File: config.mk
export PLATFORM = sky130hd
export DESIGN_NAME = sync_fifo
export DESIGN_NICKNAME = d
export VERILOG_FILES = /design/src/common/dma_cfg.svh /design/src/hdl/sync_fifo.sv
export SDC_FILE = /design/constraint.sdc
export NUM_CORES = 1
export LEC_CHECK = 0
export BUFFER_PORTS_ARGS = -buffer_cell sky130_fd_sc_hd__buf_2
export CAP_MARGIN = 20
export CORE_MARGIN = 1
export CORE_UTILIZATION = 30
export DETAILED_ROUTE_END_ITERATION = 10
export PLACE_DENSITY_LB_ADDON = 0.1
export SYNTH_ARGS = -nofsm -noshare
export SYNTH_HDL_FRONTEND = slang
export SYNTH_SLANG_ARGS = --single-unit
File: constraint.sdc
create_clock -name clk -period 6.82 [get_ports clk]
set_clock_uncertainty 0.05 [all_clocks]
set_input_delay 1.023 -clock clk [delete_from_list [all_inputs] [get_ports clk]]
set_output_delay 1.023 -clock clk [all_outputs]
set_load 0.02 [all_outputs]
File: src/common/dma_cfg.svh
`ifndef DMA_CFG_SVH
`define DMA_CFG_SVH

// Words per memory command, must be even
`define DMA_BURST_LEN 16
// Words per operation group
`define DMA_CONV_BURST_LEN 16
`define DMA_POOL_BURST_LEN 1

// Stream buffer depth
`define DMA_FIFO_DEPTH 1024
// Byte address width
`define DMA_ADDR_W 30

// Memory model size in words and warm-up cycles
`define DMA_MEM_WORDS 1024
`define DMA_CALIB_CYCLES 20

`endif

File: src/hdl/sync_fifo.sv
`timescale 1ns/100ps

module sync_fifo #(
	parameter int DEPTH = 16
) (
	input  logic                           clk,
	input  logic                           reset_d,
	input  logic                           we,
	input  logic [31:0]                    wdata,
	input  logic                           re,
	output logic [31:0]                    rdata,
	output logic                           rvalid,
	output logic [$clog2(DEPTH+1)-1:0]     count,
	output logic                           full,
	output logic                           empty
);

	localparam int AW = (DEPTH > 1) ? $clog2(DEPTH) : 1;

	logic [31:0]   mem [DEPTH];
	logic [AW-1:0] wr_ptr;
	logic [AW-1:0] rd_ptr;
	logic          do_wr;
	logic          do_rd;

	assign full  = (count == DEPTH);
	assign empty = (count == 0);

	// Overflowing writes and underflowing reads are dropped
	assign do_wr = we && !full;
	assign do_rd = re && !empty;

	always_ff @(posedge clk or posedge reset_d) begin
		if (reset_d) begin
			wr_ptr <= '0;
			rd_ptr <= '0;
			count  <= '0;
			rvalid <= 1'b0;
		end else begin
			rvalid <= do_rd;
			if (do_wr)
				wr_ptr <= (wr_ptr == AW'(DEPTH - 1)) ? '0 : wr_ptr + 1'b1;
			if (do_rd)
				rd_ptr <= (rd_ptr == AW'(DEPTH - 1)) ? '0 : rd_ptr + 1'b1;
			if (do_wr && !do_rd)
				count <= count + 1'b1;
			else if (do_rd && !do_wr)
				count <= count - 1'b1;
		end
	end

	// Storage and registered read port
	always_ff @(posedge clk) begin
		if (do_wr)
			mem[wr_ptr] <= wdata;
		if (do_rd)
			rdata <= mem[rd_ptr];
	end

endmodule

== Yosys cells after proc, flatten, opt, wreduce, memory -nomap -nowiden ==
Memories as Yosys holds them, arrays and structs flattened. A register that Yosys moved wholly into a read port is not among the register bits.
Index checks and enable logic that the tools add are counted.

* Equality and inequality tests: 3
* Reduce and logical (&&, ||, !) cells: 10
* Shift-type cells: 0
* Order comparisons: 0
* Muxes and demuxes: 6
* Bitwise gates (word level): 0
* Div/mod/pow operators: 0
* Add/sub/neg operators: 4
* Multipliers: 0

{| class="wikitable"
|+ Operators by type and width
! kind !! number
|-
| $mux W5 || 2
|-
| $add A4 B1 Y4 const B || 2
|-
| $eq A4 B4 Y1 const B || 2
|-
| $mux W4 || 2
|-
| $add A5 B1 Y5 const B || 1
|-
| $eq A5 B5 Y1 const B || 1
|-
| $logic_not A5 Y1 || 1
|-
| $sub A5 B1 Y5 const B || 1
|-
| $logic_and A1 B1 Y1 || 4
|-
| $logic_not A1 Y1 || 4
|-
| $mux W1 || 2
|-
| $reduce_bool A2 Y1 || 1
|}

* Bits in registers: 14
* Memories kept: 1
* ROM bits: 0
* Logic and storage cells: 28
* Memory bits (writable): 512
* Bits of input ports: 36
* Bits in latches: 0
* Output and inout bits: 40

{| class="wikitable"
|+ Memories
! memory !! depth !! width !! read ports !! clocked after memory_dff !! wr ports !! line !! source
|-
| mem || 16 || 32 || 1 || 1 || 1 || sync_fifo.sv:20 || <nowiki>logic [31:0] mem [DEPTH];</nowiki>
|}

== Longest topological paths before layout ==
* Depth after elaboration: 7
* Depth in mapped cells: 11
* Gate-level depth less buffers: 10

== Least setup slack after synthesis ==
OpenSTA, ideal clock, no wires.

* Path kind: input to register
* From: input we
* To: memory mem[0][0], enable pin
* Data required time: 6309 ps
* Setup slack: 2643 ps
* Setup time: 461 ps
* Cell stages on the path: 4
* Arrival time: 3666 ps
* Buffers on the path: 1
* Cell sequence: nor2b_1 -> buf_2 -> nand2_1 -> nor3_1

* Word-level cells in the longest chain between the ends: 3

{| class="wikitable"
|+ RTL lines
! what !! line !! source
|-
| start: declaration || sync_fifo.sv:8 || <nowiki>input logic we,</nowiki>
|-
| $logic_and A1 B1 Y1 || sync_fifo.sv:30 || <nowiki>assign do_wr = we && !full;</nowiki>
|-
| via do_wr || sync_fifo.sv:23 || <nowiki>logic do_wr;</nowiki>
|-
| $mux W1 || sync_fifo.sv:54 || <nowiki>if (do_wr)</nowiki>
|-
| $mux W1 (not written as such) || sync_fifo.sv:55 || <nowiki>mem[wr_ptr] <= wdata;</nowiki>
|-
| end: declaration || sync_fifo.sv:20 ||
|}

The timed path passes the listed nets, and every way through them passes these cells.

== Worst setup path in the final report ==
* From: register count[0]
* To: memory mem[1][17], enable pin

* Word-level cells in the longest chain between the ends: 5

{| class="wikitable"
|+ RTL lines
! what !! line !! source
|-
| start: declaration || sync_fifo.sv:13 || <nowiki>output logic [$clog2(DEPTH+1)-1:0] count,</nowiki>
|-
| start signal: assignment || sync_fifo.sv:46 || <nowiki>count <= count + 1'b1;</nowiki>
|-
| start signal: assignment || sync_fifo.sv:48 || <nowiki>count <= count - 1'b1;</nowiki>
|-
| $eq A5 B5 Y1 || sync_fifo.sv:26 || <nowiki>assign full = (count == DEPTH);</nowiki>
|-
| $logic_not A1 Y1 || sync_fifo.sv:30 ||
|-
| $logic_and A1 B1 Y1 || sync_fifo.sv:30 ||
|-
| $mux W1 || sync_fifo.sv:54 ||
|-
| $mux W1 (not written as such) || sync_fifo.sv:55 ||
|}

No other way between the ends.

==> metrics.md <==
| Metric | Value |
|---|---|
| Worst Setup EP | mem[1][17] |
| Met3 usage | 2.88% |
| Sink Count | 558 |
| Largest net degree at the start of global routing | ~100 |
| Final net count | approximately 1200 |
| Max VDD drop | 0.000295 V |
| Fin. max-slew vios | 0 |
| GR peak layer | met2 |
| Cell-internal power | 7510 uW |
| # fillers | 6520 |
| GRT Overall Usage | 14.7% |
| Routed WL | 53000 microns |
| Die Wd | 270 microns |
| Non-Filler Instances | 2125 |
| Placement Rows | 97 |
| Drt drc | 0 |
| Setup TNS | 0 ps |
| Global Route met2 Usage | 23.6% |
| Post-Synth Adder-Cell Area | 0.675% |
| CTS tree | yes |
| Wire per inst | between 20 and 25 microns |
| RSZ-0062 raised after global routing | false |
| Initial Util | 30.5% |
| Hold Fails Final Rpt | 0 |
| Crit path from | count[0] |
| Final hold slack | about 450 ps |
| Syn Area/Cell | 21.1 sq um |
| Area Growth Syn to Fin | 17.2% |
| Number of max-cap violations | 0 |
| Placed cells | 2010 |
| Crit-path max FO | 22 |
| TritonRoute pass-1 iters | 5 |
| CTS root buffer | clkbuf_16 |
| Post-DP HPWL | 29100 microns |
| Register area share after synthesis | 77.6% |
| Crit Path Category | reg -> reg |
| Core area | around 71000 sq um |
| Mux cell area share after synthesis | between 10% and 20% |
| Initial antenna violation count | 2 |
| First-pass GRT wire length | approximately 78000 microns |
| R2R Path End | mem[1][17] |
| FF+latch count, synth | 558 |
| Synthesized instance count | ~1000 |
| Met1 Usage GRT | roughly 20% |
| Most frequent cells in the layout | edfxtp_1 (544), mux4_2 (96), buf_2 (75) |
| Period minus WS final | about 3600 ps |
| Worst setup SP type | flop |
| Synth Area in Compound Gates | 3.97% |
| Power per cell area | 427 nW/um^2 |
| Main combinational cell family by area after synthesis | multiplexers |
| Simple-gate share of the synthesized area | under 10% |
| Drt first-iter violations | 782 |
| Netlist cell types | 32 |
| Comb pwr share | 25.5% |
| Cts hold-fix bufs | 0 |
| Clock share of power | 31.8% |
| Die height | between 200 and 300 microns |
| Sw Share | between 30% and 40% |
| Worst slack at placement | between 2000 and 3000 ps |
| Cts bufs inserted | 61 |
| Antenna diodes | 0 |
| CP Capture Type | flop |
| GRT overflow | 0 |
| Status | finished clean |
| Switch Pwr | 3250 uW |
| ANT nets after route | 0 |
| Slew @ Worst Pin | 991 ps |
| Leakage | slightly above 0.008 uW |
| Setup-failing EPs final | 0 |
| Most common cell after layout, fill and taps aside | edfxtp_1 |
| Vias per cell | 4.78 |
| Post-Syn Area | 21500 sq um |
| Worst Path Required | 7040 ps |
| Peak Freq | roughly 280 MHz |
| FF-to-FF path depth | 6 |
| EDFF count, synth | 544 |
| Crit Reg-Reg Startpoint | count[0] |
| Worst EP arrival | 3810 ps |
| Clk buf depth | 3 |
| Vias in the first global route | 10900 |
| Layout cells sized above 1 | 32.2% |
| Worst hold path class | in -> async |
| Main synth FF type | edfxtp_1 |
| Slack of the critical path | ~3200 ps |
| Share of power burned in registers | between 40% and 50% |
| Die area | 72800 sq um |
| PortBufs | 75 |
| R2R setup slack | ~3200 ps |
| CTS H-tree depth | 2 |
| Post-CTS Setup Bufs | 0 |
| Fraction of registers with async set/reset | 2.51% |
| Mapped Nets | 1068 |
| XOR/XNOR Fraction of Synth Area | less than 1% |
| Yosys warning total | 0 |
| Gpl congestion | around 0.7 |
| I/O Pins | 76 |
| Via Count | 10200 |
| Post-CTS Resized | 0 |
| Clock latency on the worst-skew pair | 620 ps |
| Final instance area | 25200 sq um |
| DP Area | 23100 sq um |
| Part of the cycle the worst path needs | 52.7% |
| Worst relative slew slack | 33.9% |
| Clock transition at path regs | 60 ps |
[cell type report]
cell class,instances,area (sq um),share of cell area (%)
sequential,558,16700,66.2
tap,940,1180,4.67
multi-input combinational,369,4480,17.8
clock inverter,39,457,1.81
inverter,41,154,0.610
timing repair buffer,104,629,2.50
clock buffer,74,1620,6.42
[cell usage after synthesis (all sizes together), types with 2 or more instances]
master | n | area (sq um)
edfxtp | 544 | 16300
mux4 | 96 | 2160
mux2 | 64 | 721
inv | 41 | 154
o21ai | 39 | 199
buf | 35 | 238
nor2b | 33 | 206
a221o | 32 | 320
o221ai | 32 | 280
clkbuf | 18 | 67.6
nor2 | 17 | 63.8
nand2 | 15 | 56.3
dfrtp | 14 | 350
ha | 10 | 125
nor3 | 5 | 25.0
xnor2 | 5 | 43.8
nand3 | 4 | 20.0
a21o | 3 | 22.5
a21oi | 3 | 15.0
nand2b | 3 | 18.8
mux2i | 2 | 20.0
[routing by layer]
metal / wire [microns] / up-vias
li1: - / 4449
met1: 24200 / 5436
met2: 25100 / 199
met3: 2650 / 79
met4: 1060 / 2
met5: 17 / -
[stage by stage]
stage          utilization, %  power [uW]
4_1_cts                  35.7       11000
6_report                 35.8       10800
5_1_grt                  35.8       11300
2_1_floorplan               -        6480
3_5_place_dp             32.8        7490
3_3_place_gp             32.8        7500
[cell families after synthesis]
family,after synthesis
compound gates,111
xor+xnor,6
fa+ha+maj,11
buf+inv,94
flops,558
mux,162
simple gates,79
[power groups by stage]
stage | registers (uW) | clock network, uW | logic [uW]
2_1_floorplan | 4590 | 0 | 1900
3_3_place_gp | 4680 | 0 | 2820
3_5_place_dp | 4680 | 0 | 2810
4_1_cts | 4610 | 3520 | 2830
5_1_grt | 4660 | 3640 | 2990
6_report | 4590 | 3420 | 2750
[registers in the layout, indices dropped and copies added, names as in the netlist]
register / count
mem: 512
rd_ptr: 4
rdata: 32
wr_ptr: 4
rvalid: 1
count: 5
[worst min path at each step]
stage                    from        end
floorplan           rd_ptr[1]  rd_ptr[1]
global placement     count[3]   count[3]
detailed placement   count[3]   count[3]
CTS                   reset_d     rvalid
global route          reset_d     rvalid
finish                reset_d     rvalid
[worst max-delay path, cell delays in order (launching register included)]
cell and delay (ps):
dfrtp_1 440, or4_1 210, nor2_1 70, nor2b_1 710
nand2_1 430, nor3_2 820, buf_4 500
Note: power is estimated with default switching activity, not from simulation.
