`src/common/dma_cfg.svh`:
```
`ifndef DMA_CFG_SVH
`define DMA_CFG_SVH

// Words per memory command, must be even
`define DMA_BURST_LEN 16
// Words per operation group
`define DMA_CONV_BURST_LEN 16
`define DMA_POOL_BURST_LEN 1

// Stream buffer depth
`define DMA_FIFO_DEPTH 1024
// Byte address width
`define DMA_ADDR_W 30

// Memory model size in words and warm-up cycles
`define DMA_MEM_WORDS 1024
`define DMA_CALIB_CYCLES 20

`endif

```
`src/common/dma_pkg.sv`:
```
package dma_pkg;

	// Operation type held in the op_type register
	// Codes 6 and 7 are handled as pooling
	typedef enum logic [2:0] {
		OP_RAW   = 3'd0,
		OP_CONV1 = 3'd1,
		OP_CONV2 = 3'd2,
		OP_CONV3 = 3'd3,
		OP_POOL1 = 3'd4,
		OP_POOL2 = 3'd5
	} op_type_t;

	// Memory port command codes
	typedef enum logic [2:0] {
		CMD_WRITE = 3'd0,
		CMD_READ  = 3'd1
	} mem_cmd_t;

endpackage

```
`src/dma/dma_engine.sv`:
```
`timescale 1ns/100ps
`include "dma_cfg.svh"

module dma_engine import dma_pkg::*; (
	input  logic                                 clk,
	input  logic                                 reset_d,
	input  logic                                 writes_en,
	input  logic                                 reads_en,
	input  logic                                 calib_done,
	input  logic [`DMA_ADDR_W-1:0]               start_addr,
	input  logic                                 addr_load,
	input  logic [15:0]                          op_num,
	input  op_type_t                             op_type,
	// Input buffer
	output logic                                 ib_re,
	input  logic [31:0]                          ib_data,
	input  logic [$clog2(`DMA_FIFO_DEPTH+1)-1:0] ib_count,
	input  logic                                 ib_valid,
	// Output buffer
	output logic                                 ob_we,
	output logic [31:0]                          ob_data,
	input  logic [$clog2(`DMA_FIFO_DEPTH+1)-1:0] ob_count,
	// Memory port
	output logic                                 cmd_en,
	output mem_cmd_t                             cmd_instr,
	output logic [`DMA_ADDR_W-1:0]               cmd_byte_addr,
	output logic [5:0]                           cmd_bl,
	input  logic                                 cmd_full,
	output logic                                 wr_en,
	output logic [31:0]                          wr_data,
	output logic [3:0]                           wr_mask,
	input  logic                                 wr_full,
	output logic                                 rd_en,
	input  logic [31:0]                          rd_data,
	input  logic                                 rd_empty,
	output logic                                 busy
);

	localparam int BL = `DMA_BURST_LEN;
	localparam int CNT_W = $clog2(BL + 1);
	localparam int OB_LIMIT = `DMA_FIFO_DEPTH - 1 - BL;
	localparam logic [15:0] CONV_STEP = 16'(BL / `DMA_CONV_BURST_LEN);
	localparam logic [15:0] POOL_STEP = 16'(BL / `DMA_POOL_BURST_LEN);
	localparam logic [`DMA_ADDR_W-1:0] ADDR_STEP = `DMA_ADDR_W'(4 * BL);

	localparam logic [2:0] S_IDLE    = 3'd0,
	                       S_WR_REQ  = 3'd1,
	                       S_WR_WAIT = 3'd2,
	                       S_WR_NEXT = 3'd3,
	                       S_RD_CMD  = 3'd4,
	                       S_RD_WAIT = 3'd5,
	                       S_RD_POP  = 3'd6,
	                       S_RD_TAKE = 3'd7;

	logic [2:0]            state;
	logic [2:0]            next_state;
	logic [CNT_W-1:0]      burst_cnt;
	logic [15:0]           op_count;
	logic [15:0]           op_step;
	logic                  ops_done;
	logic                  ops_hit;
	logic                  is_raw;
	logic                  ob_room;
	logic                  start_wr;
	logic                  start_rd;
	logic [`DMA_ADDR_W-1:0] wr_ptr;
	logic [`DMA_ADDR_W-1:0] rd_ptr;

	assign cmd_bl  = 6'(BL - 1);
	assign wr_mask = 4'b0000;
	assign busy    = (state != S_IDLE);

	assign is_raw  = (op_type == OP_RAW);
	assign op_step = (op_type inside {OP_CONV1, OP_CONV2, OP_CONV3}) ? CONV_STEP : POOL_STEP;
	// Word being taken now completes the programmed op count
	assign ops_hit = !is_raw && ({1'b0, op_count} + {1'b0, op_step} >= {1'b0, op_num});

	assign ob_room  = (ob_count < OB_LIMIT);
	assign start_wr = calib_done && writes_en && (ib_count >= BL);
	assign start_rd = calib_done && reads_en && ob_room;

	always_comb begin
		next_state = state;
		case (state)
			S_IDLE:
				if (start_wr)
					next_state = S_WR_REQ;
				else if (start_rd)
					next_state = S_RD_CMD;
			S_WR_REQ:
				if (!wr_full)
					next_state = S_WR_WAIT;
			S_WR_WAIT:
				if (ib_valid)
					next_state = S_WR_NEXT;
			S_WR_NEXT:
				if (burst_cnt != 0)
					next_state = S_WR_REQ;
				else if (!cmd_full)
					next_state = S_IDLE;
			// Continuation bursts also wait here for buffer room
			S_RD_CMD:
				if (ob_room && !cmd_full)
					next_state = S_RD_WAIT;
			S_RD_WAIT:
				if (!rd_empty)
					next_state = S_RD_POP;
			S_RD_POP:
				next_state = S_RD_TAKE;
			S_RD_TAKE:
				if (burst_cnt != 0)
					next_state = S_RD_WAIT;
				else if (is_raw || ops_done || ops_hit)
					next_state = S_IDLE;
				else
					next_state = S_RD_CMD;
			default:
				next_state = S_IDLE;
		endcase
	end

	always_ff @(posedge clk or posedge reset_d) begin
		if (reset_d) begin
			state         <= S_IDLE;
			burst_cnt     <= '0;
			op_count      <= '0;
			ops_done      <= 1'b0;
			wr_ptr        <= '0;
			rd_ptr        <= '0;
			ib_re         <= 1'b0;
			wr_en         <= 1'b0;
			rd_en         <= 1'b0;
			ob_we         <= 1'b0;
			cmd_en        <= 1'b0;
			cmd_instr     <= CMD_WRITE;
			cmd_byte_addr <= '0;
		end else begin
			state  <= next_state;
			ib_re  <= 1'b0;
			wr_en  <= 1'b0;
			rd_en  <= 1'b0;
			ob_we  <= 1'b0;
			cmd_en <= 1'b0;
			case (state)
				S_IDLE: begin
					burst_cnt <= CNT_W'(BL);
					op_count  <= '0;
					ops_done  <= 1'b0;
				end
				S_WR_REQ:
					if (!wr_full)
						ib_re <= 1'b1;
				S_WR_WAIT:
					if (ib_valid) begin
						wr_en     <= 1'b1;
						burst_cnt <= burst_cnt - 1'b1;
					end
				// Whole burst is queued before its command goes out
				S_WR_NEXT:
					if (burst_cnt == 0 && !cmd_full) begin
						cmd_en        <= 1'b1;
						cmd_instr     <= CMD_WRITE;
						cmd_byte_addr <= wr_ptr;
						wr_ptr        <= wr_ptr + ADDR_STEP;
					end
				S_RD_CMD:
					if (ob_room && !cmd_full) begin
						cmd_en        <= 1'b1;
						cmd_instr     <= CMD_READ;
						cmd_byte_addr <= rd_ptr;
						rd_ptr        <= rd_ptr + ADDR_STEP;
						burst_cnt     <= CNT_W'(BL);
					end
				S_RD_WAIT:
					if (!rd_empty)
						rd_en <= 1'b1;
				S_RD_POP:
					burst_cnt <= burst_cnt - 1'b1;
				// Words past the op count are popped and discarded
				S_RD_TAKE:
					if (!ops_done) begin
						ob_we    <= 1'b1;
						op_count <= op_count + op_step;
						ops_done <= ops_hit;
					end
				default: ;
			endcase
			if (addr_load) begin
				wr_ptr <= start_addr;
				rd_ptr <= start_addr;
			end
		end
	end

	always_ff @(posedge clk) begin
		if (state == S_WR_WAIT && ib_valid)
			wr_data <= ib_data;
		if (state == S_RD_TAKE && !ops_done)
			ob_data <= rd_data;
	end

endmodule

```
`config.mk`:
```
export PLATFORM = sky130hd
export DESIGN_NAME = dma_engine
export DESIGN_NICKNAME = d
export VERILOG_FILES = /design/src/common/dma_pkg.sv /design/src/dma/dma_engine.sv
export VERILOG_INCLUDE_DIRS = /design/src /design/src/common
export SDC_FILE = /design/constraint.sdc
export NUM_CORES = 1
export LEC_CHECK = 0
export CAP_MARGIN = 40
export CORE_ASPECT_RATIO = 0.6
export CORE_MARGIN = 4
export CORE_UTILIZATION = 30
export CTS_CLUSTER_SIZE = 16
export DETAILED_ROUTE_END_ITERATION = 10
export DONT_BUFFER_PORTS = 1
export PLACE_DENSITY = 0.43
export SYNTH_ARGS = -nofsm -noshare
export SYNTH_HDL_FRONTEND = slang
export SYNTH_SLANG_ARGS = --single-unit
```
`constraint.sdc`:
```
create_clock -name clk -period 11.4 [get_ports clk]
set_input_delay 1.14 -clock clk [delete_from_list [all_inputs] [get_ports clk]]
set_output_delay 1.14 -clock clk [all_outputs]
set_load 0.01 [all_outputs]
```
# Yosys cells after proc, flatten, opt, wreduce, memory -nomap -nowiden
# Index checks and enable logic that the tools add are counted.
# totals
ff_bits	187
input_bits	145
out_inout_bits	113
# classes
n_addsub	5
magnitude_cmp	3
n_eq_ne	18
mux	42
n_reduce_logical	33
# op_table
operator	count
two-way mux 30 bit	8
adder 30 x 7 -> 30 bit, second input constant	2
case mux 30 bit (2 select lines)	1
two-way mux 3 bit	12
case mux 16 bit (2 select lines)	1
case mux 3 bit (8 select lines)	1
case mux 5 bit (4 select lines)	1
adder 16 x 5 -> 17 bit	1
>= comparator 17 x 16 -> 1 bit	1
adder 16 x 5 -> 16 bit	1
two-way mux 16 bit	1
two-way mux 5 bit	3
== test 3 x 2 -> 1 bit, second input constant	4
== test 3 bit, second input constant	4
!= test 2 bit, second input constant	6
nonzero test 2 bit	6
>= comparator 11 x 5 -> 1 bit, second input constant	1
less-than comparator 11 x 10 -> 1 bit, second input constant	1
two-way mux 1 bit	11
logical AND 1 bit	9
== test 3 x 1 -> 1 bit, second input constant	2
logical NOT 3 bit	2
!= test 3 bit, second input constant	2
case mux 3 bit (2 select lines)	1
11 further kinds	19

# Longest topological paths before layout
# logic_depth
depth_word	10
mapped_depth	16
ltp_nobuf	15

# Least setup slack after synthesis
# Ideal clock, no wire load.
# synth_path
path_kind	input-to-reg
startpoint	input ib_valid
endpoint	register wr_data[0] (enable)
setup_time_ns	0.505
arrival_ns	4.341
required_ns	10.895
slack_ns	6.554
cell_stages	1
n_path_buf	0
path_cell_list	nor4bb_1
# synth_via
elab_chain_len	1
# synth_rtl
element	line_no	text
from (decl)	dma_engine.sv:18	input logic ib_valid,
logical AND 1 bit	dma_engine.sv:196	if (state == S_WR_WAIT && ib_valid)
to (signal assigned)	dma_engine.sv:197	wr_data <= ib_data;
to (decl)	dma_engine.sv:30	output logic [31:0] wr_data,
# No other way between the ends.
# A chain may end at the register's enable or synchronous reset.

# Worst setup path after layout
# layout_path
startpoint	input op_type[0]
endpoint	register state[2]
# layout_via
elab_chain_len	10
word_cells_on_any_way	15
classes_between	add/sub: 1; order compare: 1; eq/ne: 3; mux: 4; reduce/logical: 6
# layout_rtl
element	line_no	text
from (decl)	dma_engine.sv:13	input op_type_t op_type,
== test 3 x 1 -> 1 bit or == test 3 x 2 -> 1 bit (tied branches)	dma_engine.sv:74	assign op_step = (op_type inside {OP_CONV1, OP_CONV2, OP_CONV3}) ? CONV_STEP : POOL_STEP;
nonzero test 3 bit	dma_engine.sv:74	
two-way mux 5 bit	dma_engine.sv:74	
adder 16 x 5 -> 17 bit	dma_engine.sv:76	assign ops_hit = !is_raw && ({1'b0, op_count} + {1'b0, op_step} >= {1'b0, op_num});
>= comparator 17 x 16 -> 1 bit	dma_engine.sv:76	
logical AND 1 bit	dma_engine.sv:76	
logical OR 1 bit (*)	dma_engine.sv:113	else if (is_raw || ops_done || ops_hit)
two-way mux 3 bit (*)	dma_engine.sv:113	
two-way mux 3 bit (*)	dma_engine.sv:111	if (burst_cnt != 0)
case mux 3 bit (8 select lines) (*)	dma_engine.sv:84	case (state)
to (signal assigned)	dma_engine.sv:138	state <= next_state;
to (decl)	dma_engine.sv:55	logic [2:0] state;
# Every way passes the cells marked *; elsewhere a longest branch is shown, timed or not.

==> out/qor.csv <==
stage,metric,value,unit
layout,FF+latch area,0.00495,sq mm
floorplanning,core area,0.0291,sq mm
clock_tree,CTS resizes,0,
critical_path,arrival time worst endpoint,4340,ps
timing,final setup fails,0,
place,Placed Area,0.00940,sq mm
place,count of input and output buffers,0,
logic_synthesis,ys flop type,dfrtp_1,
floorplanning,Die X,231,microns
clock_tree,Root Driver,clkbuf_16,
global_routing,first-pass GRT wire length,38500,microns
logic_synthesis,Synth Instances,814,
timing,final-report hold violation count,0,
timing,worst slew pin tran,881,ps
global_routing,grt ovf,0,
timing,Fin Setup TNS,0,ps
routing,post-route DRC violation count,0,
run,max_cap viols,0,
floorplanning,Initial Util,30.8,%
floorplanning,die height,142,microns
global_routing,initial antenna violation count,0,
logic_synthesis,dominant cell type by area after synthesis,dfrtp_1,
clock_tree,CTS max path bufs,2,
logic_synthesis,Synth Warn #,0,
routing,Detailed Route WL,25600,microns
clock_tree,clock transition at the registers of the reported paths,90,ps
global_routing,grt met2 use,21.7,%
timing,RSZ-0062 raised after global routing,false,
layout,Nets,969,
global_routing,GRT met3 Usage,4.42,%
layout,fill count,2911,
layout,synthesis-to-layout area growth,11.9,%
clock_tree,Clock Latency Late Sink,450,ps
clock_tree,Sink Count,185,
timing,Max Clock Skew,14.9,ps
logic_synthesis,mapped cell area,0.00898,sq mm
logic_synthesis,Post-synth top cells,"dfrtp_1 (121), o21ai_0 (71), nand2_1 (69)",
global_routing,vias in the first global route,5817,
logic_synthesis,"EDFF count, synth",64,
routing,via count,6020,
global_routing,gr busiest metal,met1,
status,status,"complete, no violations",
routing,post-DR wirelength/cell,21.0,microns
global_routing,largest net degree at the start of global routing,58,
clock_tree,setup bufs post-CTS,0,
critical_path,crit-path cells,nor2_1 > nor2_1 > ha_1 > ha_1 > a41oi_1 > nor2b_1 > nand2_1 > nor2_1 > xor2_1 > ha_1 > a211oi_1 > o211ai_1 > a22oi_1 > nand4_1 > nand3_1,
logic_synthesis,register area share after synthesis,55.1,%
timing,Achievable Freq,0.253,GHz
layout,final instance area,0.0100,sq mm
floorplanning,row cnt,48,
clock_tree,CTS tree,built,
place,dpl ws,6970,ps
clock_tree,total CTS buffers,17,
place,GPL Wtd Cong,0.782,
logic_synthesis,"count leader, synth",dfrtp_1,
logic_synthesis,library cells used by synthesis,66,
power_and_ir_drop,Leak,4.04,nW
critical_path,"Max FO, Critical Path",8,
timing,fin worst setup slack,7440,ps
power_and_ir_drop,Switching Share,36.7,%
routing,DRT Pass-1 Iters,5,
critical_path,Worst Setup End Kind,flop,
power_and_ir_drop,P per Cell Area,206,mW/mm^2
power_and_ir_drop,sequential share of power,49.5,%
floorplanning,I/O pin count,258,
power_and_ir_drop,combinational fraction of design power,19.5,%
worst_hold_path,HP Class,flop to flop,
global_routing,Tot GR Track Use,15.6,%
global_routing,met1 usage,23.2,%
logic_synthesis,post-synth top area share,33.7,%
critical_path,CP startpoint kind,input pin,
critical_path,Worst Setup Path Type,input pin to flop,
critical_path,critical path's slowest cell,nor2b_1,
power_and_ir_drop,Internal Power,1.31,mW
clock_tree,CTS hold repair buffers,0,
layout,area occupied by multi-input gates,0.00366,sq mm
logic_synthesis,Syn Area/Cell,11.0,sq um
timing,min Tclk post-route,3960,ps
critical_path,CP required,11790,ps
routing,DR iter-0 viols,479,
routing,ANT nets after route,0,
timing,Final Slew Violations,0,
power_and_ir_drop,share of total power in the clock network,31.0,%
logic_synthesis,Async SR Flop Fraction,65.4,%
power_and_ir_drop,Sw Pwr,0.761,mW
logic_synthesis,synthesis-stage register bit count,185,
routing,Via density,4.95,
timing,Final period util,34.7,%
floorplanning,Die ar.,0.0329,sq mm
logic_synthesis,largest cells by area after synthesis,"dfrtp_1 (34%), edfxtp_1 (21%), o21ai_0 (4.0%)",
place,dpl hpwl,18800,microns
timing,Slew HR,40.7,%
critical_path,CP peak stage delay,520,ps
layout,share of cells above drive strength 1,9.82,%
power_and_ir_drop,Peak VDD IR,0.000113,V
clock_tree,H-tree levels,4,
cell families after synthesis:
family | Yosys count | share of synthesized area [%]
buf+inv | 100 | 4.88
other cells | 2 | 0.0836
flops | 185 | 55.1
fa+ha+maj | 22 | 3.07
xor+xnor | 54 | 5.27
simple gates | 252 | 15.3
compound gates | 147 | 10.2
mux | 52 | 6.10
registers in the layout, indices dropped and copies added, names as in the netlist, 3 cells and up:
register / cells
rd_ptr: 30
op_count: 16
wr_data: 32
state: 3
ob_data: 32
wr_ptr: 30
burst_cnt: 5
cmd_byte_addr: 30
final timing paths:
kind,startpoint,to,slack (ps),cells past startpoint
min in group asynchronous,reset_d,ob_we$_DFF_PP0_,610,1
worst min register to register,op_count[0]$_DFFE_PP0P_,op_count[0]$_DFFE_PP0P_,500,2
worst max register to register,op_count[0]$_DFFE_PP0P_,state[2]$_DFFE_PP0P_,7980,13
max in group asynchronous,reset_d,cmd_byte_addr[8]$_DFFE_PP0P_,9680,3
worst max-delay path,op_type[0],state[2]$_DFFE_PP0P_,7440,15
worst min-delay path,op_count[0]$_DFFE_PP0P_,op_count[0]$_DFFE_PP0P_,500,2
cell usage in the layout, fill, tap and decap left out, types with 5 or more instances in the layout:
cell type / n
and4_1: 8
xnor2_1: 34
o21ai_0: 71
mux2_2: 21
a31oi_1: 6
and2_1: 6
nor4_1: 13
ha_1: 22
nor2_1: 36
nand2b_1: 9
conb_1: 12
clkbuf_16: 17
xor2_1: 20
edfxtp_1: 64
nand2_1: 69
a211oi_1: 5
o31ai_1: 5
a21oi_1: 21
mux2i_1: 30
dfrtp_1: 121
inv_1: 46
and3_1: 16
nand4_1: 26
a21boi_0: 8
buf_4: 5
nor3_1: 14
nand3_1: 26
a21boi_1: 5
power groups by stage:
stage                     sequential, mW  clock (mW)  combinational (mW)
after detailed placement            1.04           0               0.414
after global placement              1.05           0               0.399
after global routing                1.05       0.700               0.469
final                               1.03       0.643               0.405
after CTS                           1.03       0.667               0.414
after floorplan                    0.976           0               0.327
per-layer routing:
layer | wire, microns | part of all wire (%)
met5 | 0 | 0
met4 | 456 | 1.8
met3 | 1470 | 5.7
met2 | 10900 | 43
met1 | 12700 | 50
final cells by class:
class	count	share of cell area, %
Timing Repair Buffer	10	1.05
Inverter	49	1.88
Tap cell	400	4.98
Clock inverter	15	2.15
Clock buffer	17	4.24
Multi-Input combinational cell	539	36.4
Antenna cell	1	0.0249
Sequential cell	185	49.3
stage by stage:
| stage | util, % | hold slack [ps] | instances | power (mW) |
|---|---|---|---|---|
| after floorplan | - | 456 | 824 | 1.30 |
| after global placement | 32.0 | 474 | 1178 | 1.44 |
| after detailed placement | 32.3 | 483 | 1183 | 1.46 |
| after CTS | 34.5 | 502 | 1215 | 2.11 |
| after global routing | 34.5 | 519 | 1215 | 2.22 |
| final | 34.5 | 501 | 1216 | 2.07 |
critical path: cells and delay by family:
family                     cells  cell delay (ps)
xor gates and xnor gates       1              170
adders and majority gates      3              780
and+or+nand+nor                7             1310
AOI/OAI and AO/OA              4              950
Note: power is estimated with default switching activity, not from simulation.
