[src/common/dma_cfg.svh]
`ifndef DMA_CFG_SVH
`define DMA_CFG_SVH

// Words per memory command, must be even
`define DMA_BURST_LEN 16
// Words per operation group
`define DMA_CONV_BURST_LEN 16
`define DMA_POOL_BURST_LEN 1

// Stream buffer depth
`define DMA_FIFO_DEPTH 1024
// Byte address width
`define DMA_ADDR_W 30

// Memory model size in words and warm-up cycles
`define DMA_MEM_WORDS 1024
`define DMA_CALIB_CYCLES 20

`endif

[src/common/dma_pkg.sv]
package dma_pkg;

	// Operation type held in the op_type register
	// Codes 6 and 7 are handled as pooling
	typedef enum logic [2:0] {
		OP_RAW   = 3'd0,
		OP_CONV1 = 3'd1,
		OP_CONV2 = 3'd2,
		OP_CONV3 = 3'd3,
		OP_POOL1 = 3'd4,
		OP_POOL2 = 3'd5
	} op_type_t;

	// Memory port command codes
	typedef enum logic [2:0] {
		CMD_WRITE = 3'd0,
		CMD_READ  = 3'd1
	} mem_cmd_t;

endpackage

[src/dma/dma_regs.sv]
`timescale 1ns/100ps
`include "dma_cfg.svh"

module dma_regs import dma_pkg::*; (
	input  logic                   clk,
	input  logic                   reset_d,
	input  logic                   wb_cyc,
	input  logic                   wb_stb,
	input  logic                   wb_we,
	input  logic [4:0]             wb_adr,
	input  logic [31:0]            wb_dat_w,
	output logic [31:0]            wb_dat_r,
	output logic                   wb_ack,
	input  logic                   calib_done,
	input  logic                   busy,
	output logic                   writes_en,
	output logic                   reads_en,
	output logic [`DMA_ADDR_W-1:0] start_addr,
	output logic                   addr_load,
	output logic [15:0]            op_num,
	output op_type_t               op_type
);

	logic req;

	// New request only while no ack is pending
	assign req = wb_cyc && wb_stb && !wb_ack;

	always_ff @(posedge clk or posedge reset_d) begin
		if (reset_d) begin
			wb_ack     <= 1'b0;
			addr_load  <= 1'b0;
			writes_en  <= 1'b0;
			reads_en   <= 1'b0;
			start_addr <= '0;
			op_num     <= '0;
			op_type    <= OP_RAW;
		end else begin
			wb_ack    <= req;
			addr_load <= 1'b0;
			if (req && wb_we) begin
				case (wb_adr)
					5'h00: begin
						writes_en <= wb_dat_w[0];
						reads_en  <= wb_dat_w[1];
					end
					5'h04: begin
						start_addr <= wb_dat_w[`DMA_ADDR_W-1:0];
						addr_load  <= 1'b1;
					end
					5'h08: op_num  <= wb_dat_w[15:0];
					5'h0c: op_type <= op_type_t'(wb_dat_w[2:0]);
					default: ;
				endcase
			end
		end
	end

	// Read data is captured along with the ack
	always_ff @(posedge clk) begin
		if (req) begin
			case (wb_adr)
				5'h00: wb_dat_r <= {30'd0, reads_en, writes_en};
				5'h04: wb_dat_r <= 32'(start_addr);
				5'h08: wb_dat_r <= {16'd0, op_num};
				5'h0c: wb_dat_r <= {29'd0, op_type};
				5'h10: wb_dat_r <= {30'd0, busy, calib_done};
				default: wb_dat_r <= '0;
			endcase
		end
	end

endmodule

[config.mk]
export PLATFORM = sky130hd
export DESIGN_NAME = dma_regs
export DESIGN_NICKNAME = d
export VERILOG_FILES = /design/src/common/dma_pkg.sv /design/src/dma/dma_regs.sv
export VERILOG_INCLUDE_DIRS = /design/src /design/src/common
export SDC_FILE = /design/constraint.sdc
export NUM_CORES = 1
export LEC_CHECK = 0
export BUFFER_PORTS_ARGS = -buffer_cell sky130_fd_sc_hd__buf_2
export CAP_MARGIN = 5
export CORE_UTILIZATION = 48
export DETAILED_ROUTE_END_ITERATION = 10
export PLACE_DENSITY = 0.83
export SLEW_MARGIN = 20
export SYNTH_ARGS = -nofsm -noshare
export SYNTH_HDL_FRONTEND = slang
export SYNTH_SLANG_ARGS = --single-unit
[constraint.sdc]
create_clock -name clk -period 2.3 [get_ports clk]
set_input_delay 0.46 -clock clk [delete_from_list [all_inputs] [get_ports clk]]
set_output_delay 0.46 -clock clk [all_outputs]
set_load 0.02 [all_outputs]
======== Yosys cells after proc, flatten, opt, wreduce, memory -nomap -nowiden ========
Index checks and enable logic that the tools add are counted.
word-level totals
  logic and storage cells ................. 24
  flip-flop bits (word level) ............. 85
  output and inout port bits .............. 85
operators by class
  reduce and logical (&&, ||, !) cells .... 9
  equal/unequal tests ..................... 4
  mux-type cells .......................... 3
operators with widths
  operator                                                          number
  30-bit one-hot mux with 5 select lines                            1
  5-bit by 4-bit == test with 1-bit output (second input constant)  2
  2-bit AND reduction                                               4
  5-bit by 3-bit == test with 1-bit output (second input constant)  1
  5-bit == test (second input constant)                             1
  5-bit logical NOT                                                 1
  1-bit logical AND                                                 3
  1-bit 2-to-1 mux                                                  2
  1-bit logical NOT                                                 1

======== Depth between registers and ports, before layout ========
Gate-level depths: netlist (run 1).
  word-level depth ........................ 4
  depth in mapped cells ................... 6
  depth with buffers taken out ............ 4

======== Least setup slack after synthesis (run 1) ========
Ideal clock, no wire load.
  path type ............................... input-to-reg
  from .................................... in wb_cyc
  to ...................................... reg wb_dat_r[0] (enable)
  cell stages on the path ................. 2
  setup time .............................. 0.419 ns
  data required time ...................... 1.881 ns
  arrival time ............................ 1.810 ns
  path slack .............................. 0.071 ns
  cell sequence ........................... nand2_1 -> nor2_1
between the ends
  cells in the longest elaborated chain, start to end .. 2
ends and longest elaborated chain
  what                             RTL line        text
  from (decl)                      dma_regs.sv:7   input logic wb_cyc,
  1-bit logical AND (2 in series)  dma_regs.sv:27  assign req = wb_cyc && wb_stb && !wb_ack;
  via req                          dma_regs.sv:24  logic req;
  to (signal assigned)             dma_regs.sv:63  5'h00: wb_dat_r <= {30'd0, reads_en, writes_en};
  to (signal assigned)             dma_regs.sv:64  5'h04: wb_dat_r <= 32'(start_addr);
  to (signal assigned)             dma_regs.sv:65  5'h08: wb_dat_r <= {16'd0, op_num};
  to (decl)                        dma_regs.sv:12  output logic [31:0] wb_dat_r,
The timed path passes the listed nets, and every way through them passes these cells.
A chain may end at the register's enable or synchronous reset.

======== Final worst setup path (run 1) ========
  from .................................... reg wb_ack
  to ...................................... reg start_addr[19]
between the ends
  cells in the longest elaborated chain, start to end .. 4
ends and longest elaborated chain
  what                           RTL line        text
  from (decl)                    dma_regs.sv:13  output logic wb_ack,
  from (signal assigned)         dma_regs.sv:39  wb_ack <= req;
  1-bit logical NOT              dma_regs.sv:27
  1-bit logical AND              dma_regs.sv:27
  1-bit logical AND              dma_regs.sv:41  if (req && wb_we) begin
  2-bit AND reduction (no line)  --
  to (signal assigned)           dma_regs.sv:48  start_addr <= wb_dat_w[`DMA_ADDR_W-1:0];
  to (decl)                      dma_regs.sv:18  output logic [`DMA_ADDR_W-1:0] start_addr,
No other way between the ends.

==> results.md, run 1 <==
- Clock skew on the completed layout was measured at 0.00982 ns.
- The worst slew slack as a fraction of its limit is 0.602.
- For this run, design rule violations remaining after detail routing come to 0.
- The via count of the first global-routing pass is 2237.
- The buffer count from post-CTS setup fixing is 0.
- Counting the fill cells in the layout gives 479.
- The signal on the critical path passes through and4b_1, nand3_1, inv_2, mux2_2.
- The TritonCTS clock tree is built.
- The number of placement rows is 29.
- The finished cells cover 4260 sq um.
- The clock sink count is 83.
- The number of vias after detailed routing is 2216.
- After detailed placement, the total cell area comes to 4040 sq um.
- For this design the top-level I/O count stands at 129.
- The overall global routing resource usage is 0.206.
- Compared with the post-synthesis result, the final layout area differs by 28.9%.
- Counting along the longest clock path gives a buffer depth of 2.
- The power density relative to cell area is 747 nW/um^2.
- The number of maximum-capacitance violations is 0.
- In the finished design, the share of the clock period the worst path needs comes to 0.760.
- The synthesized netlist contains 30 unique library cells.
- On the critical path, the stage with the largest delay is an instance of sky130_fd_sc_hd__dfrtp_1.
- The maximum clock rate is 572 MHz.
- Setup repair after global routing left no endpoint under its margin.
- The number of nets at the end of the flow is 376.
- The smallest clock period supported by the final layout is computed as 1.75 ns.
- The area of combinational cells with multiple inputs is 1010 sq um.
- The most common cell after layout, fill and taps aside is sky130_fd_sc_hd__buf_2.
- Hold repair after CTS inserted 0 buffers.
- At the pin with the least slew margin, the transition time is 0.596 ns.
- The leakage power total is 0.00226 uW.
- Together, buffers and inverters on the worst path number 1.
- The detailed-routing iteration count for the pre-antenna-repair pass is 4.
- The worst-case IR drop observed on VDD is 0.000443 V.
- The detailed router finished its first iteration with 48 violations.
- The later pin in the worst-skew pair is clocked with a latency of 0.34 ns.
- In the final layout, the share of cells above drive strength 1 is 0.602.
- On the worst path, the slowest cell contributes a delay of 0.43 ns.
- The number of gates resized after CTS was 0.
- The register area is 2230 sq um.
- From left edge to right edge, the die measures 85 um.
- The critical path startpoint category is a flop.
- In the layout the commonest cells are sky130_fd_sc_hd__buf_2, sky130_fd_sc_hd__dfrtp_1, sky130_fd_sc_hd__mux2_2.
- The maximum fanout along the worst path is 19.
- The per-instance average area after synthesis is 16.4 sq um.
- The clock root buffer is sky130_fd_sc_hd__clkbuf_8.
- The number of buffers added on ports is 124.
- The overall die height is 85 um.
- Detailed placement finished with a half-perimeter wire length of 5070 um.
- The total of flip-flops plus latches after synthesis is 83.
- For this block, the routed nets add up to 7150 um of wire.
- The number of antenna repair diodes is 0.
- The initial antenna violation count is 0.
- The kind of cell adding the most delay to the critical path is flip-flops.
- The synthesized netlist occupies a cell area of 3310 sq um.
- Using the TritonRoute via totals, the vias-per-cell ratio works out to 5.35.
- The number of hold violations in the final report is 0.
- After clock tree synthesis, the clock-pin slew on the worst setup and hold paths is 0.08 ns.
- The die area is 7230 sq um.
- The endpoint arrival time on the critical path is 1.97 ns.
- The area of the core region is 6490 sq um.
- The number of H-tree branching levels is 3.
- The largest net degree at the start of global routing is 28.
- The number of antenna-violating nets in the routed design is 0.
- The sum of negative setup slack is 0 ns.
- The number of clock buffers added by TritonCTS is 9.
- The kind of path behind the tightest hold check is input pin to async pin.
- The global-route wire length before repair is 11200 um.
- The category of the worst setup path capture point is a flop.
- Dividing the detail-routed wire length by the instance count gives 17.3 um.
- At the end of routability-driven placement, the weighted congestion stood at 0.775.
- The max-slew violation count is 0.
- The total global routing overflow is 0.
- For this configuration, the core starts out at a cell density of 0.509.
- The sequential area share after synthesis is 0.673.
- The required time of the critical path is 2.53 ns.
- The number of cells produced by synthesis is 202.
- The number of warnings reported in the yosys synthesis log is 0.
- Setup violations remaining at the end of the flow were counted as 0.
- The kind of critical path is flop to flop.
- The run finished with clean final reports.
==> per-layer routing <==
metal	vias to the layer above	routed length [um]	track usage
met5	-	0	0
met4	0	182	0.106
met3	16	329	0.0331
met2	90	3800	0.367
met1	1103	2840	0.239
li1	1007	-	-
==> cell usage after synthesis <==
cell                       instances  area share
sky130_fd_sc_hd__a2111o_1          2      0.0068
sky130_fd_sc_hd__a221o_1           1      0.0030
sky130_fd_sc_hd__a22o_1           13       0.034
sky130_fd_sc_hd__and2_1            1      0.0019
sky130_fd_sc_hd__and3_1           19       0.036
sky130_fd_sc_hd__and4b_1           1      0.0030
sky130_fd_sc_hd__buf_1             1      0.0011
sky130_fd_sc_hd__buf_2             2      0.0030
sky130_fd_sc_hd__buf_4             4      0.0091
sky130_fd_sc_hd__buf_6             1      0.0034
sky130_fd_sc_hd__clkbuf_1          4      0.0045
sky130_fd_sc_hd__clkbuf_2          1      0.0015
sky130_fd_sc_hd__conb_1            1      0.0011
sky130_fd_sc_hd__dfrtp_1          53        0.40
sky130_fd_sc_hd__edfxtp_1         30        0.27
sky130_fd_sc_hd__inv_1             1      0.0011
sky130_fd_sc_hd__inv_2             1      0.0011
sky130_fd_sc_hd__mux2_2           51        0.17
sky130_fd_sc_hd__mux2i_1           2      0.0061
sky130_fd_sc_hd__nand2_1           1      0.0011
sky130_fd_sc_hd__nand3_1           2      0.0030
sky130_fd_sc_hd__nand4b_1          1      0.0026
sky130_fd_sc_hd__nor2_1            1      0.0011
sky130_fd_sc_hd__nor2b_1           1      0.0019
sky130_fd_sc_hd__nor2b_4           1      0.0042
sky130_fd_sc_hd__nor3_1            1      0.0015
sky130_fd_sc_hd__nor3b_1           2      0.0045
sky130_fd_sc_hd__nor3b_4           1      0.0057
sky130_fd_sc_hd__nor4b_1           1      0.0026
sky130_fd_sc_hd__nor4b_4           1      0.0072
==> power breakdown <==
group | switching, uW | internal (uW) | leakage [uW]
clock | 499 | 643 | 0.000111
sequential | 53.9 | 1610 | 0.00101
combinational | 225 | 147 | 0.00114
total | 778 | 2400 | 0.00226
==> final cells by class <==
| class | instances | area share |
|---|---|---|
| inverter | 2 | 0.00176 |
| sequential | 83 | 0.523 |
| clock buffer | 12 | 0.0341 |
| multi-input combinational | 105 | 0.238 |
| tap | 77 | 0.0226 |
| timing repair buffer | 131 | 0.164 |
| clock inverter | 4 | 0.0173 |
==> logic make-up after synthesis <==
family	synth area share
flip-flops	0.673
AO/OA/AOI/OAI	0.0443
AND/OR/NAND/NOR	0.0764
other	0.00113
buffers and inverters	0.0250
multiplexers	0.180
==> worst paths after layout <==
check	start	slack, ns	end	depth (start not counted)
min in group clk	wb_dat_w[26]	0.34	start_addr[26]	2
setup / recovery	wb_ack	0.55	start_addr[19]	4
hold reg to reg	start_addr[18]	0.53	start_addr[18]	1
max in group asynchronous	reset_d	1.57	start_addr[11]	3
setup reg to reg	wb_ack	0.55	start_addr[19]	4
hold / removal	reset_d	0.17	addr_load	2
==> flip-flops by register name, indices dropped and copies added, names as in the netlist <==
register,count
wb_ack,1
op_type,3
addr_load,1
reads_en,1
wb_dat_r,30
writes_en,1
op_num,16
start_addr,30
==> worst register-to-register path, delay by kind of cell (launching register included) <==
kind | cells | cell delay [ns]
mux | 1 | 0.40
buf+inv | 1 | 0.38
flops | 1 | 0.43
simple gates | 2 | 0.43
==> stage by stage <==
step	setup slack, ns	hold slack (ns)	std cells	total power [uW]	util
4_1_cts	0.524	0.185	414	3210	0.656
3_5_place_dp	0.322	0.511	398	2070	0.622
2_1_floorplan	0.0714	0.610	203	1900	-
5_1_grt	0.455	0.205	414	3310	0.656
3_3_place_gp	0.353	0.507	398	2060	0.622
6_report	0.552	0.165	414	3180	0.656
No activity file was read; power rests on OpenSTA's default activity.
==> run 2: changes to the inputs <==
CORE_UTILIZATION = 44   (was 48)
PLACE_DENSITY = 0.8   (was 0.83)
clock period = 1.57 ns   (was 2.3 ns; I/O delays follow)
==> results.md, run 2 (same netlist as run 1, synthesis figures left out) <==
- The share of the core filled with cells in the final layout is 0.617 (-0.0396).
- The largest registers in the layout are start_addr (30), wb_dat_r (30), op_num (16).
- The detailed-routing iteration count for the pre-antenna-repair pass came to 4 (unchanged).
- The critical path is of the flop to flop type.
- The clock root buffer is sky130_fd_sc_hd__clkbuf_8.
- The checks that failed: negative setup slack.
- The share of the clock period used by the worst path after layout came to 1.03 (+0.268).
- The weighted congestion at the end of routability-driven global placement is 0.713 (-8.0%).
- The largest net degree at the start of global routing is 54 (+93%).
- The leakage power total is 0.00235 uW (+3.7%).
- The number of hold violations in the final report came to 0 (unchanged).
- The half-perimeter wire length after detailed placement is 5270 um (+3.9%).
- The DRC violations left is 0 (unchanged).
- The required time of the critical path is 1.79 ns (-0.74 ns).
- The area of combinational cells with multiple inputs is 1080 sq um (+6.9%).
- The global-route wire length before repair was 10600 um (-5.2%).
- The switching part of the total power is 0.252 (+0.00689).
- The CTS clock-pin slew for the worst setup and hold paths is 0.08 ns (about the same).
- On the critical path, the stage with the largest delay is an instance of sky130_fd_sc_hd__dfrtp_2.
- The slack of the worst reg-to-reg path is -0.04 ns (-0.60 ns).
- The category of the worst setup path capture point is a flop.
- The maximum clock rate came to 620 MHz (+8.3%).
- The critical register-to-register path startpoint is wb_ack.
- The number of buffers on the longest clock path was 2 (unchanged).
- The design internal power is 3350 uW (+39%).
- The endpoint arrival time on the critical path came to 1.83 ns (-0.14 ns).
- The final count of negative-setup-slack endpoints is 12 (+12).
- The depth of the worst register-to-register path came to 4 (unchanged).
- The starting density of the core is 0.456 (-0.0532).
- The maximum fanout along the worst path is 10 (-9).
- The run finished, with violations left.
- The reported net switching power is 1120 uW (+44%).
- The overall die height came to 88.7 um (+4.3%).
- The max-slew violation count was 0 (unchanged).
- The mean number of vias per cell was 5.00 (-6.7%).
- Compared with the post-synthesis result, the final layout area differs by 35.2%.
- The endpoint identified for the worst register-to-register timing path is op_num[7].
- The top-level I/O count is 129 (unchanged).
- The relative contribution of combinational cells to total power is 0.130 (+0.013).
- The number of maximum-capacitance violations is 0 (unchanged).
- The overall power after layout is 4470 uW (+40%).
- The worst slack after detailed placement is -0.125 ns (-0.447 ns).
- The number of clock buffers inserted by TritonCTS is 9 (unchanged).
- The number of vias after detailed routing is 2258 (+1.9%).
- The number of H-tree branching levels is 3 (unchanged).
- Setup repair after global routing could not meet its margin everywhere.
- The fill cell total of the finished layout was 605 (+26%).
- The highest ir drop seen on vdd is 0.000488 V (+10%).
- The number of placement rows is 31 (+6.9%).
- The die area is 7870 sq um (+8.9%).
- The die span in x is 88.7 um (+4.3%).
- The proportion of power drawn by the clock network is 0.324 (-0.035).
- The number of buffers added on ports was 124 (unchanged).
- The critical path goes through nand4b_1, nor3b_4, buf_6, mux2_2.
- Leaving out fill and tap cells, the most frequent cells in the layout are sky130_fd_sc_hd__buf_2, sky130_fd_sc_hd__dfrtp_1, sky130_fd_sc_hd__mux2_2.
- The number of antenna-violating nets in the routed design is 0 (unchanged).
- The longest individual stage delay on the worst path is 0.41 ns (-0.02 ns).
- The overall global routing resource usage is 0.186 (-0.0199).
- The final critical-path required period is 1.61 ns (-0.134 ns).
- The clock sink count is 83 (unchanged).
- The most common cell after layout, fill and taps aside is sky130_fd_sc_hd__buf_2.
- The final wirelength is 7180 um (+0.34%).
- The worst-case clock skew was 0.00685 ns (-0.00298 ns).
- The power density relative to cell area is 999 nW/um^2 (+34%).
- The share of layout cells above drive strength 1 is 0.626 (+0.0237).
- The register area is 2230 sq um (about the same).
- The initial antenna violation count was 0 (unchanged).
- The clock latency on the worst-skew pair is 0.34 ns (about the same).
- The hold buffer count at cts is 0 (unchanged).
- The post-route worst setup slack is -0.0440 ns (-0.596 ns).
- The average wire per cell in the routed design is 15.9 um (-8.1%).
- The number of nets at the end of the flow is 392 (+4.3%).
- The tightest min-delay check is of the input pin to async pin type.
- TritonCTS built the clock tree.
- The critical path startpoint category is a flop.
- The via count of the first global-routing pass is 2115 (-5.5%).
- The sequential share of power is 0.546 (+0.022).
- The total global routing overflow came to 0 (unchanged).
- The number of antenna repair diodes is 0 (unchanged).
- The number of violations reported at the end of detailed-routing iteration 0 is 69 (+44%).
- The area of the core region came to 7250 sq um (+12%).
[run 2: cell types whose count changed in the layout (fill, tap and decap cells not counted), moves of 2 or more]
cell | previous run | this run
sky130_fd_sc_hd__mux2_2 | 51 | 36
sky130_fd_sc_hd__buf_6 | 0 | 2
sky130_fd_sc_hd__inv_2 | 2 | 0
sky130_fd_sc_hd__buf_4 | 5 | 18
sky130_fd_sc_hd__mux2_4 | 0 | 15
[run 2: area by class of cell]
type / instances / area share
multi-input cells: 105 / 0.242
clock buffers: 12 / 0.0302
repair buffers: 147 / 0.187
inverters: 2 / 0.00308
clock inverters: 4 / 0.0109
flip-flops and latches: 83 / 0.498
well taps: 99 / 0.0277
[run 2: per-layer routing]
metal	GRT usage	wire length [um]
met1	0.215	2920
met2	0.330	3820
met3	0.0373	304
met4	0.0880	131
met5	0	0
[run 2: worst max path at each step]
stage | start | endpoint | slack, ns | cells past startpoint
after CTS | wb_ack | op_num[7] | -0.06 | 4
after global placement | wb_adr[1] | op_num[15] | -0.1 | 5
final | wb_ack | op_num[7] | -0.04 | 4
after global routing | wb_ack | op_num[0] | -0.13 | 4
after floorplan | wb_ack | op_num[5] | -0.14 | 4
after detailed placement | wb_adr[1] | op_num[7] | -0.13 | 5
[run 2: metrics by stage]
stage / hold WS (ns) / instances / setup TNS [ns] / cell area (sq um)
3_5_place_dp: 0.408 / 435 / -3.50 / 4260
5_1_grt: 0.0513 / 452 / -1.88 / 4470
3_3_place_gp: 0.405 / 435 / -2.55 / 4260
6_report: 0.0281 / 452 / -0.321 / 4470
2_1_floorplan: 0.375 / 203 / -5.06 / 3390
4_1_cts: 0.0311 / 451 / -0.569 / 4460
[run 2: timing repair]
action                                  4_1_cts  5_1_grt
endpoints found under the setup margin       18       33
pin swaps                                     1        0
gates resized for setup                       3        2
buffers inserted                              0        1
[run 2: worst max-delay path, delay by kind of cell (launching register included)]
| family | cells | cell delay, ns |
|---|---|---|
| simple gates | 2 | 0.55 |
| flops | 1 | 0.41 |
| mux | 1 | 0.35 |
| buf+inv | 1 | 0.19 |
[run 2: power by group through the flow]
stage	Sequential, uW	Clock [uW]	Combinational, uW
after floorplan	2630	0	176
after global placement	2480	0	571
after detailed placement	2490	0	582
after CTS	2440	1480	584
after global routing	2460	1570	624
final	2440	1450	581
==> run 3: changes to the inputs <==
ABC_AREA = 1   (was unset)
CORE_UTILIZATION = 25   (was 44)
PLACE_DENSITY = 0.52   (was 0.8)
==> results.md, run 3 <==
- The run finished with clean final reports.
- The overall global routing resource usage is 0.127 (-0.0590).
- The worst-case clock skew is 0.00609 ns (-0.000753 ns).
- The die area was 14000 sq um (+78%).
- STA classifies the critical path endpoint as a flop.
- The hold buffer count at cts is 0 (unchanged).
- The cell area after synthesis is 3380 sq um (+2.3%).
- The worst setup path is launched from a flop.
- The final count of negative-setup-slack endpoints is 0 (-12).
- The unique cell type count in the Yosys netlist is 22 (-27%).
- The clock sink count is 83 (unchanged).
- The total of cells resized after clock tree synthesis came to 0 (-3).
- The top-level I/O count is 129 (unchanged).
- The half-perimeter wire length after detailed placement is 5940 um (+13%).
- In the final layout, the registers with the most flip-flops are start_addr (30), wb_dat_r (30), op_num (16).
- The average wire per cell in the routed design is 13.4 um (-16%).
- The kind of path behind the tightest hold check is input pin to async pin.
- The required time of the critical path is 1.78 ns (about the same).
- The number of buffers on the longest clock path is 2 (unchanged).
- The number of enable-type register cells in the synthesized netlist is 30 (unchanged).
- The number of H-tree branching levels is 3 (unchanged).
- The number of warnings reported in the yosys synthesis log is 0 (unchanged).
- The number of nets at the end of the flow is 502 (+28%).
- The switching part of the total power is 0.265 (+0.0136).
- The critical register-to-register path startpoint is wb_ack.
- The starting density of the core is 0.255 (-0.201).
- The endpoint arrival time on the critical path is 1.55 ns (-0.28 ns).
- The area overhead of the layout relative to synthesis is 35.1%.
- In the synthesized netlist, the cells that appear most often are sky130_fd_sc_hd__nand2_1, sky130_fd_sc_hd__dfrtp_1, sky130_fd_sc_hd__inv_1.
- The share of async-settable or async-resettable flops after synthesis is 0.639 (unchanged).
- The number of placement rows is 42 (+35%).
- The worst setup path startpoint is wb_ack.
- The proportion of power drawn by the clock network was 0.387 (+0.063).
- The max-slew violation count came to 0 (unchanged).
- The leading cell type by number of instances after synthesis is sky130_fd_sc_hd__nand2_1.
- The power density relative to cell area was 1160 nW/um^2 (+16%).
- The largest area contributor in the synthesized netlist is sky130_fd_sc_hd__dfrtp_1.
- The number of antenna-violating nets in the routed design came to 0 (unchanged).
- The design internal power is 3890 uW (+16%).
- The reported net switching power was 1400 uW (+25%).
- The library cell used most frequently in the layout, excluding fill and tap cells, is sky130_fd_sc_hd__buf_2.
- The cell count after placement is 623 (+43%).
- The number of hold violations in the final report came to 0 (unchanged).
- Ranked by total cell area, the synthesized netlist is headed by sky130_fd_sc_hd__dfrtp_1, sky130_fd_sc_hd__edfxtp_1, sky130_fd_sc_hd__nand2_1.
- The fill cell total of the finished layout was 1440 (+140%).
- The mean number of vias per cell is 4.19 (-16%).
- The via count of the first global-routing pass is 2664 (+26%).
- The area share of the leading cell type in the synthesized netlist was 0.392 (-0.00890).
- The number of clock buffers inserted by TritonCTS is 9 (unchanged).
- The global-route wire length before repair is 13400 um (+27%).
- The top cell types in the final layout, fill and taps aside, are sky130_fd_sc_hd__buf_2, sky130_fd_sc_hd__nand2_1, sky130_fd_sc_hd__dfrtp_1.
- The number of buffers added on ports is 124 (unchanged).
- The buffer count from post-CTS setup fixing was 0 (unchanged).
- The number of antenna repair diodes is 0 (unchanged).
- The maximum fanout along the worst path was 16 (+6).
- The post-route worst setup slack is 0.225 ns (+0.269 ns).
- CTS placed an instance of sky130_fd_sc_hd__clkbuf_16 at the clock tree root.
- The weighted congestion at the end of routability-driven global placement is 0.782 (+9.6%).
- The die span in x was 118 um (+33%).
- The initial antenna violation count is 0 (unchanged).
- The final non-filler cell total was 639 (+41%).
- The detailed-routing iteration count for the pre-antenna-repair pass is 4 (unchanged).
- The number of vias after detailed routing is 2680 (+19%).
- The final critical-path required period was 1.35 ns (-0.269 ns).
- The per-instance average area after synthesis was 10.4 sq um (-37%).
- The final wirelength is 8550 um (+19%).
- The total global routing overflow is 0 (unchanged).
- TritonCTS built the clock tree.
- The overall die height came to 118 um (+33%).
- The share of the clock period used by the worst path after layout is 0.857 (-0.171).
- The maximum clock rate is 743 MHz (+20%).
- The DRC violations left is 0 (unchanged).
- The CTS clock-pin slew for the worst setup and hold paths came to 0.06 ns (-0.02 ns).
- The sequential area share after synthesis is 0.659 (-0.0149).
- The sequential share of power is 0.473 (-0.073).
- The largest net degree at the start of global routing is 54 (unchanged).
- Setup repair after global routing left no endpoint under its margin.
- The total of flip-flops plus latches after synthesis is 83 (unchanged).
- The number of maximum-capacitance violations is 0 (unchanged).
- The sum of negative setup slack was 0 ns (+0.321 ns).
- In the synthesized netlist the dominant register cell turns out to be sky130_fd_sc_hd__dfrtp_1.
- The number of cells produced by synthesis came to 326 (+61%).
- The number of violations reported at the end of detailed-routing iteration 0 is 73 (+5.8%).
- The worst slack after detailed placement is 0.0413 ns (+0.166 ns).
- The final worst hold slack is 0.0435 ns (+0.0154 ns).
- The leakage power total is 0.00225 uW (-4.1%).
- The highest ir drop seen on vdd is 0.000376 V (-23%).
- The relative contribution of combinational cells to total power was 0.140 (+0.010).
- The share of layout cells above drive strength 1 is 0.361 (-0.265).
- The area of the core region is 13200 sq um (+83%).
- The kind of critical path is flop to flop.
- The clock latency on the worst-skew pair is 0.34 ns (about the same).
-- run 3: per-layer routing --
metal	vias up	wire, um	GRT usage
met4	0	208	0.0769
met5	-	0	0
met2	74	4250	0.215
met1	1280	3740	0.145
li1	1314	-	-
met3	12	344	0.0290
-- run 3: per-stage QoR --
step	total power, uW	util	area, sq um
final	5290	0.345	4570
after global routing	5520	0.345	4570
after CTS	5400	0.345	4570
after detailed placement	3300	0.323	4280
after global placement	3290	0.323	4280
after floorplan	2970	-	3390
-- run 3: cells by family after synthesis --
logic type             after synthesis  synth area share
and+or+nand+nor                    106             0.140
DFF                                 83             0.659
AOI/OAI and AO/OA                   66             0.108
other                                1           0.00111
buffers and inverters               70            0.0929
-- run 3: path summary, 6_finish.rpt --
kind | to | cells past startpoint | slack (ns)
max in group asynchronous | start_addr[26] | 3 | 1.27
setup / recovery | start_addr[7] | 5 | 0.22
hold reg to reg | op_num[14] | 2 | 0.54
setup reg to reg | start_addr[7] | 5 | 0.22
hold / removal | start_addr[6] | 3 | 0.04
min in group clk | start_addr[27] | 3 | 0.18
-- run 3: power by group through the flow --
stage                     registers [uW]  logic (uW)  clock network (uW)
after CTS                           2510         757                2140
after global routing                2520         817                2190
after detailed placement            2550         753                   0
after global placement              2540         748                   0
after floorplan                     2740         226                   0
final                               2500         743                2050
-- run 3: final cells by class --
cell class | count | area [sq um] | share of cell area
flip-flops and latches | 83 | 2230 | 0.488
well taps | 176 | 220 | 0.0482
inverters | 53 | 206 | 0.0452
multi-input cells | 174 | 847 | 0.185
clock buffers | 11 | 233 | 0.0509
clock inverters | 5 | 53.8 | 0.0118
repair buffers | 137 | 781 | 0.171
-- run 3: worst max-delay path: stages, from the launching register on --
cell and delay, ns:
sky130_fd_sc_hd__dfrtp_1 0.37, sky130_fd_sc_hd__inv_1 0.07, sky130_fd_sc_hd__nand4_1 0.21, sky130_fd_sc_hd__nor2_4 0.21, sky130_fd_sc_hd__buf_4 0.24, sky130_fd_sc_hd__o21ai_0 0.12
